`src/bus_defines.svh`:
```
`ifndef BUS_DEFINES_SVH
`define BUS_DEFINES_SVH

// widths of the read address and read data buses.
`define BUS_AW 32
`define BUS_DW 32

// ##########################################################
// address map
// ##########################################################

// the timer window is 64 KiB, matched on the upper 16 address bits.
`define CLINT_BASE 32'h0200_0000
`define CLINT_MASK 32'hFFFF_0000

// the memory window covers MEM_WORDS words, so the mask spans 128 bytes.
`define MEM_BASE   32'h8000_0000
`define MEM_MASK   32'hFFFF_FF80
`define MEM_WORDS  32

// memory address acceptance to rvalid takes at least 1 cycle.
`define MEM_LATENCY 2

`endif

```
`src/mem_init.hex`:
```
// one 32-bit word per line, in hex, for word index 0 to 31 of the memory window.
00000013
00a00093
01400113
00208193
40110233
0041a2b3
00524333
0062e3b3
00737433
00141493
0014d513
4014d593
fff00613
0c800693
deadbeef
cafef00d
12345678
9abcdef0
0f1e2d3c
4b5a6978
87a5c3e1
f00dface
0badc0de
a5a5a5a5
5a5a5a5a
13579bdf
2468ace0
80000000
7fffffff
00000001
fedcba98
76543210

```
`src/axi_read_pkg.sv`:
```
`include "bus_defines.svh"

package axi_read_pkg;

  // ##########################################################
  // read channel payloads
  // ##########################################################

  // the two AXI response codes that this bus produces.
  typedef enum logic [1:0] {
    OKAY   = 2'b00,
    DECERR = 2'b11
  } axi_resp_e;

  // read address channel payload.
  // Length and ID travel along but are always zero here.
  typedef struct packed {
    logic [`BUS_AW-1:0] araddr;
    logic [2:0]         arsize;
    logic [7:0]         arlen;
    logic [3:0]         arid;
  } axi_ar_t;

  // read data channel payload.
  typedef struct packed {
    logic [`BUS_DW-1:0] rdata;
    axi_resp_e          rresp;
  } axi_r_t;

endpackage

```
`src/soc_map_pkg.sv`:
```
package soc_map_pkg;

  // target chosen by the address decode of the crossbar.
  typedef enum logic [1:0] {
    TGT_NONE  = 2'd0,
    TGT_MEM   = 2'd1,
    TGT_CLINT = 2'd2
  } target_e;

  // ##########################################################
  // timer register offsets within the 64 KiB window
  // ##########################################################

  localparam int CLINT_OFS_W = 16;

  // low and high words of the machine time counter.
  localparam logic [CLINT_OFS_W-1:0] MTIME_LO_OFS = 16'hBFF8;
  localparam logic [CLINT_OFS_W-1:0] MTIME_HI_OFS = 16'hBFFC;

endpackage

```
`src/axi_read_xbar.sv`:
```
`timescale 1ns/1ps
`include "bus_defines.svh"

module axi_read_xbar (
  input  logic                  clk,
  input  logic                  rstn,
  // upstream port
  input  axi_read_pkg::axi_ar_t up_ar,
  input  logic                  up_arvalid,
  output logic                  up_arready,
  output axi_read_pkg::axi_r_t  up_r,
  output logic                  up_rvalid,
  input  logic                  up_rready,
  // memory target
  output axi_read_pkg::axi_ar_t mem_ar,
  output logic                  mem_arvalid,
  input  logic                  mem_arready,
  input  axi_read_pkg::axi_r_t  mem_r,
  input  logic                  mem_rvalid,
  output logic                  mem_rready,
  // timer target
  output axi_read_pkg::axi_ar_t clint_ar,
  output logic                  clint_arvalid,
  input  logic                  clint_arready,
  input  axi_read_pkg::axi_r_t  clint_r,
  input  logic                  clint_rvalid,
  output logic                  clint_rready
);
  import axi_read_pkg::*;
  import soc_map_pkg::*;

  logic    idle;
  target_e dec_tgt;
  target_e sel;
  axi_ar_t fwd_ar;
  logic    ar_hs;
  logic    r_hs;

  // ##########################################################
  // address decode and AR routing
  // ##########################################################

  always_comb begin
    if ((up_ar.araddr & `MEM_MASK) == `MEM_BASE) begin
      dec_tgt = TGT_MEM;
    end else if ((up_ar.araddr & `CLINT_MASK) == `CLINT_BASE) begin
      dec_tgt = TGT_CLINT;
    end else begin
      dec_tgt = TGT_NONE;
    end
  end

  // only single beats with ID zero go downstream.
  always_comb begin
    fwd_ar       = up_ar;
    fwd_ar.arlen = '0;
    fwd_ar.arid  = '0;
  end

  assign mem_ar   = fwd_ar;
  assign clint_ar = fwd_ar;

  assign mem_arvalid   = idle && up_arvalid && (dec_tgt == TGT_MEM);
  assign clint_arvalid = idle && up_arvalid && (dec_tgt == TGT_CLINT);

  // an unmapped address is taken at once and answered here.
  always_comb begin
    case (dec_tgt)
      TGT_MEM:   up_arready = idle && mem_arready;
      TGT_CLINT: up_arready = idle && clint_arready;
      default:   up_arready = idle;
    endcase
  end

  assign ar_hs = up_arvalid && up_arready;
  assign r_hs  = up_rvalid && up_rready;

  // one read in flight. The target is held until its beat is taken.
  always_ff @(posedge clk) begin
    if (rstn) begin
      idle <= 1'b1;
      sel  <= TGT_NONE;
    end else if (ar_hs) begin
      idle <= 1'b0;
      sel  <= dec_tgt;
    end else if (r_hs) begin
      idle <= 1'b1;
    end
  end

  // ##########################################################
  // R routing and decode-error beat
  // ##########################################################

  always_comb begin
    up_r.rdata   = '0;
    up_r.rresp   = OKAY;
    up_rvalid    = 1'b0;
    mem_rready   = 1'b0;
    clint_rready = 1'b0;
    if (!idle) begin
      case (sel)
        TGT_MEM: begin
          up_r       = mem_r;
          up_rvalid  = mem_rvalid;
          mem_rready = up_rready;
        end
        TGT_CLINT: begin
          up_r         = clint_r;
          up_rvalid    = clint_rvalid;
          clint_rready = up_rready;
        end
        default: begin
          // the error beat is ready the cycle after acceptance.
          up_r.rresp = DECERR;
          up_rvalid  = 1'b1;
        end
      endcase
    end
  end

endmodule

```
`src/sram_read_target.sv`:
```
`timescale 1ns/1ps
`include "bus_defines.svh"

module sram_read_target (
  input  logic                  clk,
  input  logic                  rstn,
  input  axi_read_pkg::axi_ar_t ar,
  input  logic                  arvalid,
  output logic                  arready,
  output axi_read_pkg::axi_r_t  r,
  output logic                  rvalid,
  input  logic                  rready
);
  import axi_read_pkg::*;

  localparam int IDX_W = $clog2(`MEM_WORDS);
  localparam int CNT_W = $clog2(`MEM_LATENCY + 1);

  logic [`BUS_DW-1:0] rom [`MEM_WORDS];
  logic [IDX_W-1:0]   ar_idx;
  logic [IDX_W-1:0]   idx_q;
  logic [CNT_W-1:0]   wait_cnt;
  logic [`BUS_DW-1:0] rdata_q;
  logic               rvalid_q;
  logic               ar_hs;
  logic               fire;

  initial begin
    $readmemh("/design/src/mem_init.hex", rom);
  end

  // word index within the window.
  assign ar_idx = ar.araddr[IDX_W+1:2];

  assign arready = (wait_cnt == '0) && !rvalid_q;
  assign ar_hs   = arvalid && arready;

  // the response slot is loaded on the last cycle of the countdown.
  assign fire = (`MEM_LATENCY == 1) ? ar_hs : (wait_cnt == CNT_W'(1));

  // ##########################################################
  // latency countdown and response hold
  // ##########################################################

  always_ff @(posedge clk) begin
    if (rstn) begin
      wait_cnt <= '0;
      rvalid_q <= 1'b0;
    end else begin
      if (ar_hs && (`MEM_LATENCY > 1)) begin
        wait_cnt <= CNT_W'(`MEM_LATENCY - 1);
      end else if (wait_cnt != '0) begin
        wait_cnt <= wait_cnt - 1'b1;
      end
      if (fire) begin
        rvalid_q <= 1'b1;
      end else if (rvalid_q && rready) begin
        rvalid_q <= 1'b0;
      end
    end
  end

  always_ff @(posedge clk) begin
    if (ar_hs) begin
      idx_q <= ar_idx;
    end
    if (fire) begin
      rdata_q <= rom[(`MEM_LATENCY == 1) ? ar_idx : idx_q];
    end
  end

  assign r.rdata = rdata_q;
  assign r.rresp = OKAY;
  assign rvalid  = rvalid_q;

endmodule

```
`src/clint_timer.sv`:
```
`timescale 1ns/1ps
`include "bus_defines.svh"

module clint_timer (
  input  logic                  clk,
  input  logic                  rstn,
  input  axi_read_pkg::axi_ar_t ar,
  input  logic                  arvalid,
  output logic                  arready,
  output axi_read_pkg::axi_r_t  r,
  output logic                  rvalid,
  input  logic                  rready
);
  import axi_read_pkg::*;
  import soc_map_pkg::*;

  logic [63:0]            mtime;
  logic [CLINT_OFS_W-1:0] ofs;
  logic [`BUS_DW-1:0]     rd_word;
  logic [`BUS_DW-1:0]     rdata_q;
  logic                   rvalid_q;
  logic                   ar_hs;

  // free-running machine time is zero in the first cycle out of reset.
  always_ff @(posedge clk) begin
    if (rstn) begin
      mtime <= '0;
    end else begin
      mtime <= mtime + 64'd1;
    end
  end

  // ##########################################################
  // register read
  // ##########################################################

  assign ofs     = ar.araddr[CLINT_OFS_W-1:0];
  assign arready = !rvalid_q;
  assign ar_hs   = arvalid && arready;

  // unknown offsets read as zero.
  always_comb begin
    case (ofs)
      MTIME_LO_OFS: rd_word = mtime[31:0];
      MTIME_HI_OFS: rd_word = mtime[63:32];
      default:      rd_word = '0;
    endcase
  end

  always_ff @(posedge clk) begin
    if (rstn) begin
      rvalid_q <= 1'b0;
    end else if (ar_hs) begin
      rvalid_q <= 1'b1;
    end else if (rready) begin
      rvalid_q <= 1'b0;
    end
  end

  // the word is captured at acceptance and held while stalled.
  always_ff @(posedge clk) begin
    if (ar_hs) begin
      rdata_q <= rd_word;
    end
  end

  assign r.rdata = rdata_q;
  assign r.rresp = OKAY;
  assign rvalid  = rvalid_q;

endmodule

```
`src/read_subsystem_top.sv`:
```
`timescale 1ns/1ps

module read_subsystem_top (
  input  logic                  clk,
  input  logic                  rstn,
  input  axi_read_pkg::axi_ar_t up_ar,
  input  logic                  up_arvalid,
  output logic                  up_arready,
  output axi_read_pkg::axi_r_t  up_r,
  output logic                  up_rvalid,
  input  logic                  up_rready
);
  import axi_read_pkg::*;

  axi_ar_t mem_ar;
  logic    mem_arvalid;
  logic    mem_arready;
  axi_r_t  mem_r;
  logic    mem_rvalid;
  logic    mem_rready;

  axi_ar_t clint_ar;
  logic    clint_arvalid;
  logic    clint_arready;
  axi_r_t  clint_r;
  logic    clint_rvalid;
  logic    clint_rready;

  axi_read_xbar i_axi_read_xbar (
    .clk           (clk),
    .rstn          (rstn),
    .up_ar         (up_ar),
    .up_arvalid    (up_arvalid),
    .up_arready    (up_arready),
    .up_r          (up_r),
    .up_rvalid     (up_rvalid),
    .up_rready     (up_rready),
    .mem_ar        (mem_ar),
    .mem_arvalid   (mem_arvalid),
    .mem_arready   (mem_arready),
    .mem_r         (mem_r),
    .mem_rvalid    (mem_rvalid),
    .mem_rready    (mem_rready),
    .clint_ar      (clint_ar),
    .clint_arvalid (clint_arvalid),
    .clint_arready (clint_arready),
    .clint_r       (clint_r),
    .clint_rvalid  (clint_rvalid),
    .clint_rready  (clint_rready)
  );

  sram_read_target i_sram_read_target (
    .clk     (clk),
    .rstn    (rstn),
    .ar      (mem_ar),
    .arvalid (mem_arvalid),
    .arready (mem_arready),
    .r       (mem_r),
    .rvalid  (mem_rvalid),
    .rready  (mem_rready)
  );

  clint_timer i_clint_timer (
    .clk     (clk),
    .rstn    (rstn),
    .ar      (clint_ar),
    .arvalid (clint_arvalid),
    .arready (clint_arready),
    .r       (clint_r),
    .rvalid  (clint_rvalid),
    .rready  (clint_rready)
  );

endmodule

```
`config.mk`:
```
export PLATFORM = sky130hd
export DESIGN_NAME = read_subsystem_top
export DESIGN_NICKNAME = d
export VERILOG_FILES = /design/src/axi_read_pkg.sv /design/src/soc_map_pkg.sv /design/src/axi_read_xbar.sv /design/src/sram_read_target.sv /design/src/clint_timer.sv /design/src/read_subsystem_top.sv
export VERILOG_INCLUDE_DIRS = /design/src
export SDC_FILE = /design/constraint.sdc
export NUM_CORES = 1
export LEC_CHECK = 0
export ABC_AREA = 0
export BUFFER_PORTS_ARGS = -buffer_cell sky130_fd_sc_hd__buf_2
export CAP_MARGIN = 25
export CORE_MARGIN = 1
export CORE_UTILIZATION = 40
export CTS_BUF_LIST = sky130_fd_sc_hd__clkbuf_8
export DETAILED_ROUTE_END_ITERATION = 7
export GPL_TIMING_DRIVEN = 1
export PLACE_DENSITY = 0.67
export SYNTH_ARGS = -nofsm -noshare
export SYNTH_HDL_FRONTEND = slang
export SYNTH_HIERARCHICAL = 1
export SYNTH_SLANG_ARGS = --single-unit
```
`constraint.sdc`:
```
create_clock -name clk -period 4.1 [get_ports clk]
set_input_delay 0.615 -clock clk [delete_from_list [all_inputs] [get_ports clk]]
set_output_delay 0.615 -clock clk [all_outputs]
set_load 0.02 [all_outputs]
```
==> results of run 1 <==
==> flip-flops by register name, indices dropped and copies added, names as in the netlist <==
signal,count
i_clint_timer/mtime,64
i_clint_timer/rdata_q,32
i_axi_read_xbar/sel,2
i_sram_read_target/wait_cnt,2
i_axi_read_xbar/idle,1
i_clint_timer/rvalid,1
i_sram_read_target/rvalid,1
==> power breakdown <==
group          leakage [nW]  internal [mW]  switching [mW]
sequential            0.931           1.05         0.00703
combinational          1.19         0.0557          0.0940
clock                0.0993          0.248           0.332
==> worst paths after layout <==
check / endpoint / cells past startpoint / slack, ps / start
max reg2reg: i_clint_timer/mtime[45] / 5 / 1440 / i_clint_timer/mtime[8]
max: up_arready / 7 / 1200 / i_sram_read_target/wait_cnt[0]
min reg2reg: i_clint_timer/mtime[0] / 1 / 490 / i_clint_timer/mtime[0]
min: i_clint_timer/mtime[0] / 1 / 490 / i_clint_timer/mtime[0]
==> critical path: stages, from the launching register on <==
cell     delay (ps)
dfxtp_1         340
inv_1            70
ha_1            250
and2b_2         230
or4_1           430
nor3_1          310
nor3b_1         100
buf_2           180
==> metal layers <==
layer	share of wire	GRT usage	vias to the layer above	wire [µm]
met5	0.00076	0	-	10
met2	0.48	0.316	133	6400
met4	0.0094	0.0505	2	124
met1	0.45	0.223	2375	5970
met3	0.054	0.0355	12	719
li1	-	-	2438	-
==> through the flow <==
step,setup WS [ps],instance area [µm²]
floorplan,945,6020
detailed placement,1510,6120
CTS,1170,6290
global placement,1600,6120
global route,1050,6290
finish,1200,6290
==> cell usage in the layout (no fill, tap or decap), types with 30 or more instances in the layout <==
master and n:
conb_1 36, nor2_1 117, nand3_1 30, a21oi_1 32, nand2_1 30, edfxtp_1 32
buf_2 71, dfxtp_1 71, a22oi_1 32, nand4_1 33, mux2i_1 32
==> layout make-up <==
| cell class | instances | area share |
|---|---|---|
| clock inverters | 5 | 0.00398 |
| flip-flops and latches | 103 | 0.379 |
| clock buffers | 11 | 0.0241 |
| inverters | 13 | 0.00776 |
| multi-input cells | 509 | 0.485 |
| well taps | 180 | 0.0358 |
| repair buffers | 78 | 0.0648 |
==> run metrics, run 1 <==
Warnings, synthesis=6; Die H=123 µm; initial antenna violation count=1; CTS tree=done; WHS=492 ps; max_cap viols=0; GP Congestion=0.842; Crit path required time=3480 ps; VDD IR max=0.121 mV; Total Nets Final=770; post-layout util=0.446; Hold Path Class=reg2reg; Post-DRT Antenna Nets=0; Site Rows=43; DR vias=4,960; Initial Utilization=0.418; largest net degree at the start of global routing=41; global-route usage over all layers=0.180; share of cells above drive strength 1=0.153; wire per inst=14.7 µm; post-route minimum period=2900 ps; core area=0.0141 mm²; area delta synth->final=6.86%; first-pass GRT wire length=21,600 µm; CTS resizes=0; DRC=0; CP arrival=2290 ps; Filler Cell Count=1,355; area of the multi-input gates=0.00305 mm²; IO Port Bufs=71; Setup crit start kind=register; WL final=13,200 µm; GR Overflow Total=0; number of DRC markers in iteration 0=439; Final Hold Fails=0; max-slew violations=0; status=complete, no violations; unrepaired setup endpoints after global routing=false; final setup TNS=0 ps; hold buffer count at CTS=0; number of buffers added for setup after CTS=0; Overall Power=1.79 mW; clock root buffer=clkbuf_8; clk_lat worst skew=370 ps; leakage power=2.22 nW; cell count after synthesis=678; Die Footprint=0.0152 mm²; # IOs=87; Mean Syn Cell Area=8.68 µm²; Mapped Area=0.00589 mm²; Clock Sinks=103; vias per cell=5.52; count of TritonRoute iterations in the first routing pass=5; chip width=123 µm; sequential cell area=0.00238 mm²; Setup CP Type=reg2out; CP endpoint kind=primary output; Post-DP HPWL=9520 µm; placed cells=883; worst-margin pin slew=1000 ps; antenna cell count=0; CP Max Fanout=5; fmax=344 MHz; htree depth=3; Power per Cell Area=284 mW/mm²; Clock Skew=13.8 ps; CTS Buffer Depth=2; Setup violations, final=0; crit share post-route=0.708; clk slew on worst S/H paths=90 ps; CTS Buf Count=9; vias in the first global route=4,615; Rel. slew slack=0.332; post-route insts no fill=899
No activity file was read; power rests on OpenSTA's default activity.
==> inputs of run 2 (changes only) <==
--- a/config.mk
+++ b/config.mk
@@ -6,7 +6,7 @@
 export SDC_FILE = /design/constraint.sdc
 export NUM_CORES = 1
 export LEC_CHECK = 0
-export ABC_AREA = 0
+export ABC_AREA = 1
 export BUFFER_PORTS_ARGS = -buffer_cell sky130_fd_sc_hd__buf_2
 export CAP_MARGIN = 25
 export CORE_MARGIN = 1
@@ -14,7 +14,7 @@
 export CTS_BUF_LIST = sky130_fd_sc_hd__clkbuf_8
 export DETAILED_ROUTE_END_ITERATION = 7
 export GPL_TIMING_DRIVEN = 1
-export PLACE_DENSITY = 0.67
+export PLACE_DENSITY = 0.66
 export SYNTH_ARGS = -nofsm -noshare
 export SYNTH_HDL_FRONTEND = slang
 export SYNTH_HIERARCHICAL = 1
==> constraint.sdc (replaced) <==
create_clock -name clk -period 2.7 [get_ports clk]
set_input_delay 0.405 -clock clk [delete_from_list [all_inputs] [get_ports clk]]
set_output_delay 0.405 -clock clk [all_outputs]
set_load 0.02 [all_outputs]
==> run 2 against run 1 <==
  * Synthesized cell count up 47%
  * Power up 61%
  * Clock power up 60%
  * Worst setup slack worse by 940 ps
  * Global-route usage up 2.8 points
  * Synthesized area up 12%
  * Routed wire length up 27%
  * Critical path depth unchanged
==> run metrics, run 2 <==
status=complete, no violations; fmax=409 MHz; Overall Power=2.87 mW (+61%); Site Rows=46 (+7.0%); Cell Chain, Critical Path=inv_1, ha_1, inv_1, nand2_1, buf_4, a21oi_1, buf_2; final instance area=0.00710 mm² (+13%); leakage power=2.66 nW (+20%); largest net degree at the start of global routing=44 (+7.3%); clk slew on worst S/H paths=100 ps (about the same); final setup TNS=0 ps (unchanged); cell count after synthesis=995 (+47%); share of cells above drive strength 1=0.137 (-0.0157); most used cell, CP=inv_1; # IOs=87 (unchanged); highest-count cells in the layout ignoring fill and taps=280 x nand2_1, 194 x nor2_1, 110 x inv_1, 71 x dfxtp_1, 71 x buf_2; post-place instance area=0.00692 mm² (+13%); P_int=2.07 mW (+53%); Initial Utilization=0.412 (-0.00538); Power per Cell Area=404 mW/mm² (+42%); CTS Buf Count=9 (unchanged); largest registers=i_clint_timer/mtime: 64 flops, i_clint_timer/rdata_q: 32 flops; global-route usage over all layers=0.208 (+0.0280); Die Footprint=0.0170 mm² (+11%); first-pass GRT wire length=26,800 µm (+24%); Setup CP Type=reg2out; max-slew violations=0 (unchanged); GP Congestion=0.954 (+13%); antenna cell count=0 (unchanged); worst-margin pin slew=577 ps (-426 ps); vias in the first global route=5,326 (+15%); clk_lat worst skew=380 ps (about the same); Mean Syn Cell Area=6.61 µm² (-24%); Hold Path Class=in2reg; Post-DP HPWL=12,900 µm (+36%); Rel. slew slack=0.615 (+0.284); Reg2Reg Setup Slack=940 ps (-500 ps); Critical path destination=up_r[19]; Reg2Reg Capture Point=i_clint_timer/mtime[63]; Mapped Area=0.00657 mm² (+12%); WL final=16,800 µm (+27%); Reg with most FFs=i_clint_timer/mtime; CP endpoint kind=primary output; CP arrival=2040 ps (-250 ps); CTS tree=done; GR Overflow Total=0 (unchanged); core area=0.0159 mm² (+13%); number of buffers added for setup after CTS=0 (unchanged); max_cap viols=0 (unchanged); area delta synth->final=8.07%; Critical Path Max Stage Delay=350 ps (-80 ps); CP Max Fanout=22 (+17); commonest non-fill, non-tap cell in the layout=nand2_1; chip width=130 µm (+5.6%); clock root buffer=clkbuf_8; Clock Skew=9.89 ps (-3.96 ps); Setup crit start kind=register; Warnings, synthesis=6 (unchanged); Crit path required time=2300 ps (-1180 ps); post-route minimum period=2450 ps; hold buffer count at CTS=0 (unchanged); Post-DRT Antenna Nets=0 (unchanged); power share of the clock group=0.324 (about the same); RR Startpoint=i_clint_timer/mtime[35]; unrepaired setup endpoints after global routing=false; count of TritonRoute iterations in the first routing pass=5 (unchanged); initial antenna violation count=0 (-1); Total Nets Final=1,100 (+43%); max FFs per register=64 (unchanged); Crit. Startpoint=i_axi_read_xbar/sel[0]; slowest stage cell on the critical path=dfxtp_1; Gate power share=0.107 (+0.023); Final Hold Fails=0 (unchanged); IO Port Bufs=71 (unchanged); Clock Sinks=103 (unchanged); htree depth=3 (unchanged); crit share post-route=0.906; net switching share of the total power=0.277 (+0.0348); CTS Buffer Depth=2 (unchanged); Setup violations, final=0 (unchanged); switching power of the nets=796 µW (+84%); vias per cell=4.74 (-14%); VDD IR max=0.316 mV (+160%); DRC=0 (unchanged); wire per inst=13.3 µm (-9.7%); Worst Reg-to-Reg Cells=9 (+4); CTS resizes=0 (unchanged); DR vias=5,998 (+21%); Flop pwr share=0.569 (-0.022); Die H=130 µm (+5.6%); number of DRC markers in iteration 0=461 (+5.0%)
==> run 2: cell type report <==
cell class / instances / area (µm²)
Clock buffer: 9 / 124
Clock inverter: 7 / 56.3
Timing Repair Buffer: 79 / 440
Tap cell: 216 / 270
Fill cell: 1697 / 8840
Sequential cell: 103 / 2380
Multi-Input combinational cell: 738 / 3410
Inverter: 113 / 424
==> run 2: how the worst min path moves through the flow <==
| stage | from | to | slack, ps | depth (start not counted) |
|---|---|---|---|---|
| after floorplan | i_clint_timer/mtime[0] | i_clint_timer/mtime[0] | 430 | 1 |
| after global placement | i_clint_timer/mtime[0] | i_clint_timer/mtime[0] | 450 | 1 |
| after detailed placement | i_clint_timer/mtime[0] | i_clint_timer/mtime[0] | 470 | 1 |
| after CTS | up_rready | i_axi_read_xbar/idle | 320 | 5 |
| after global routing | up_rready | i_axi_read_xbar/idle | 340 | 5 |
| final | up_rready | i_axi_read_xbar/idle | 330 | 5 |
==> run 2: metal layers <==
metal  GRT usage  vias to the layer above  routed length, µm
li1            -                     3157                  -
met1       0.273                     2670               8160
met2       0.341                      147               7460
met3      0.0385                       24                846
met4      0.0759                        0                332
met5           0                        -                  0
==> run 2: metrics by stage <==
step | hold WS [ps] | setup slack (ps) | cells | utilization
detailed placement | 467 | 647 | 1249 | 0.434
global route | 339 | 61.1 | 1265 | 0.446
global placement | 448 | 644 | 1249 | 0.434
finish | 332 | 254 | 1265 | 0.446
floorplan | 430 | 740 | 1029 | -
CTS | 320 | 217 | 1265 | 0.446
==> run 2: power by group through the flow <==
stage                     Combinational [mW]  Clock (mW)  Sequential [mW]
after global placement                 0.302           0             1.67
after CTS                              0.307       0.946             1.63
after floorplan                        0.281           0             1.66
final                                  0.308       0.929             1.63
after global routing                   0.359        1.01             1.64
after detailed placement               0.306           0             1.67
==> run 2: critical path: cells and delay by family (launching register included) <==
family	cells	cell delay, ps
compound gates	1	150
buf+inv	4	610
flops	1	350
simple gates	1	220
fa+ha+maj	1	340
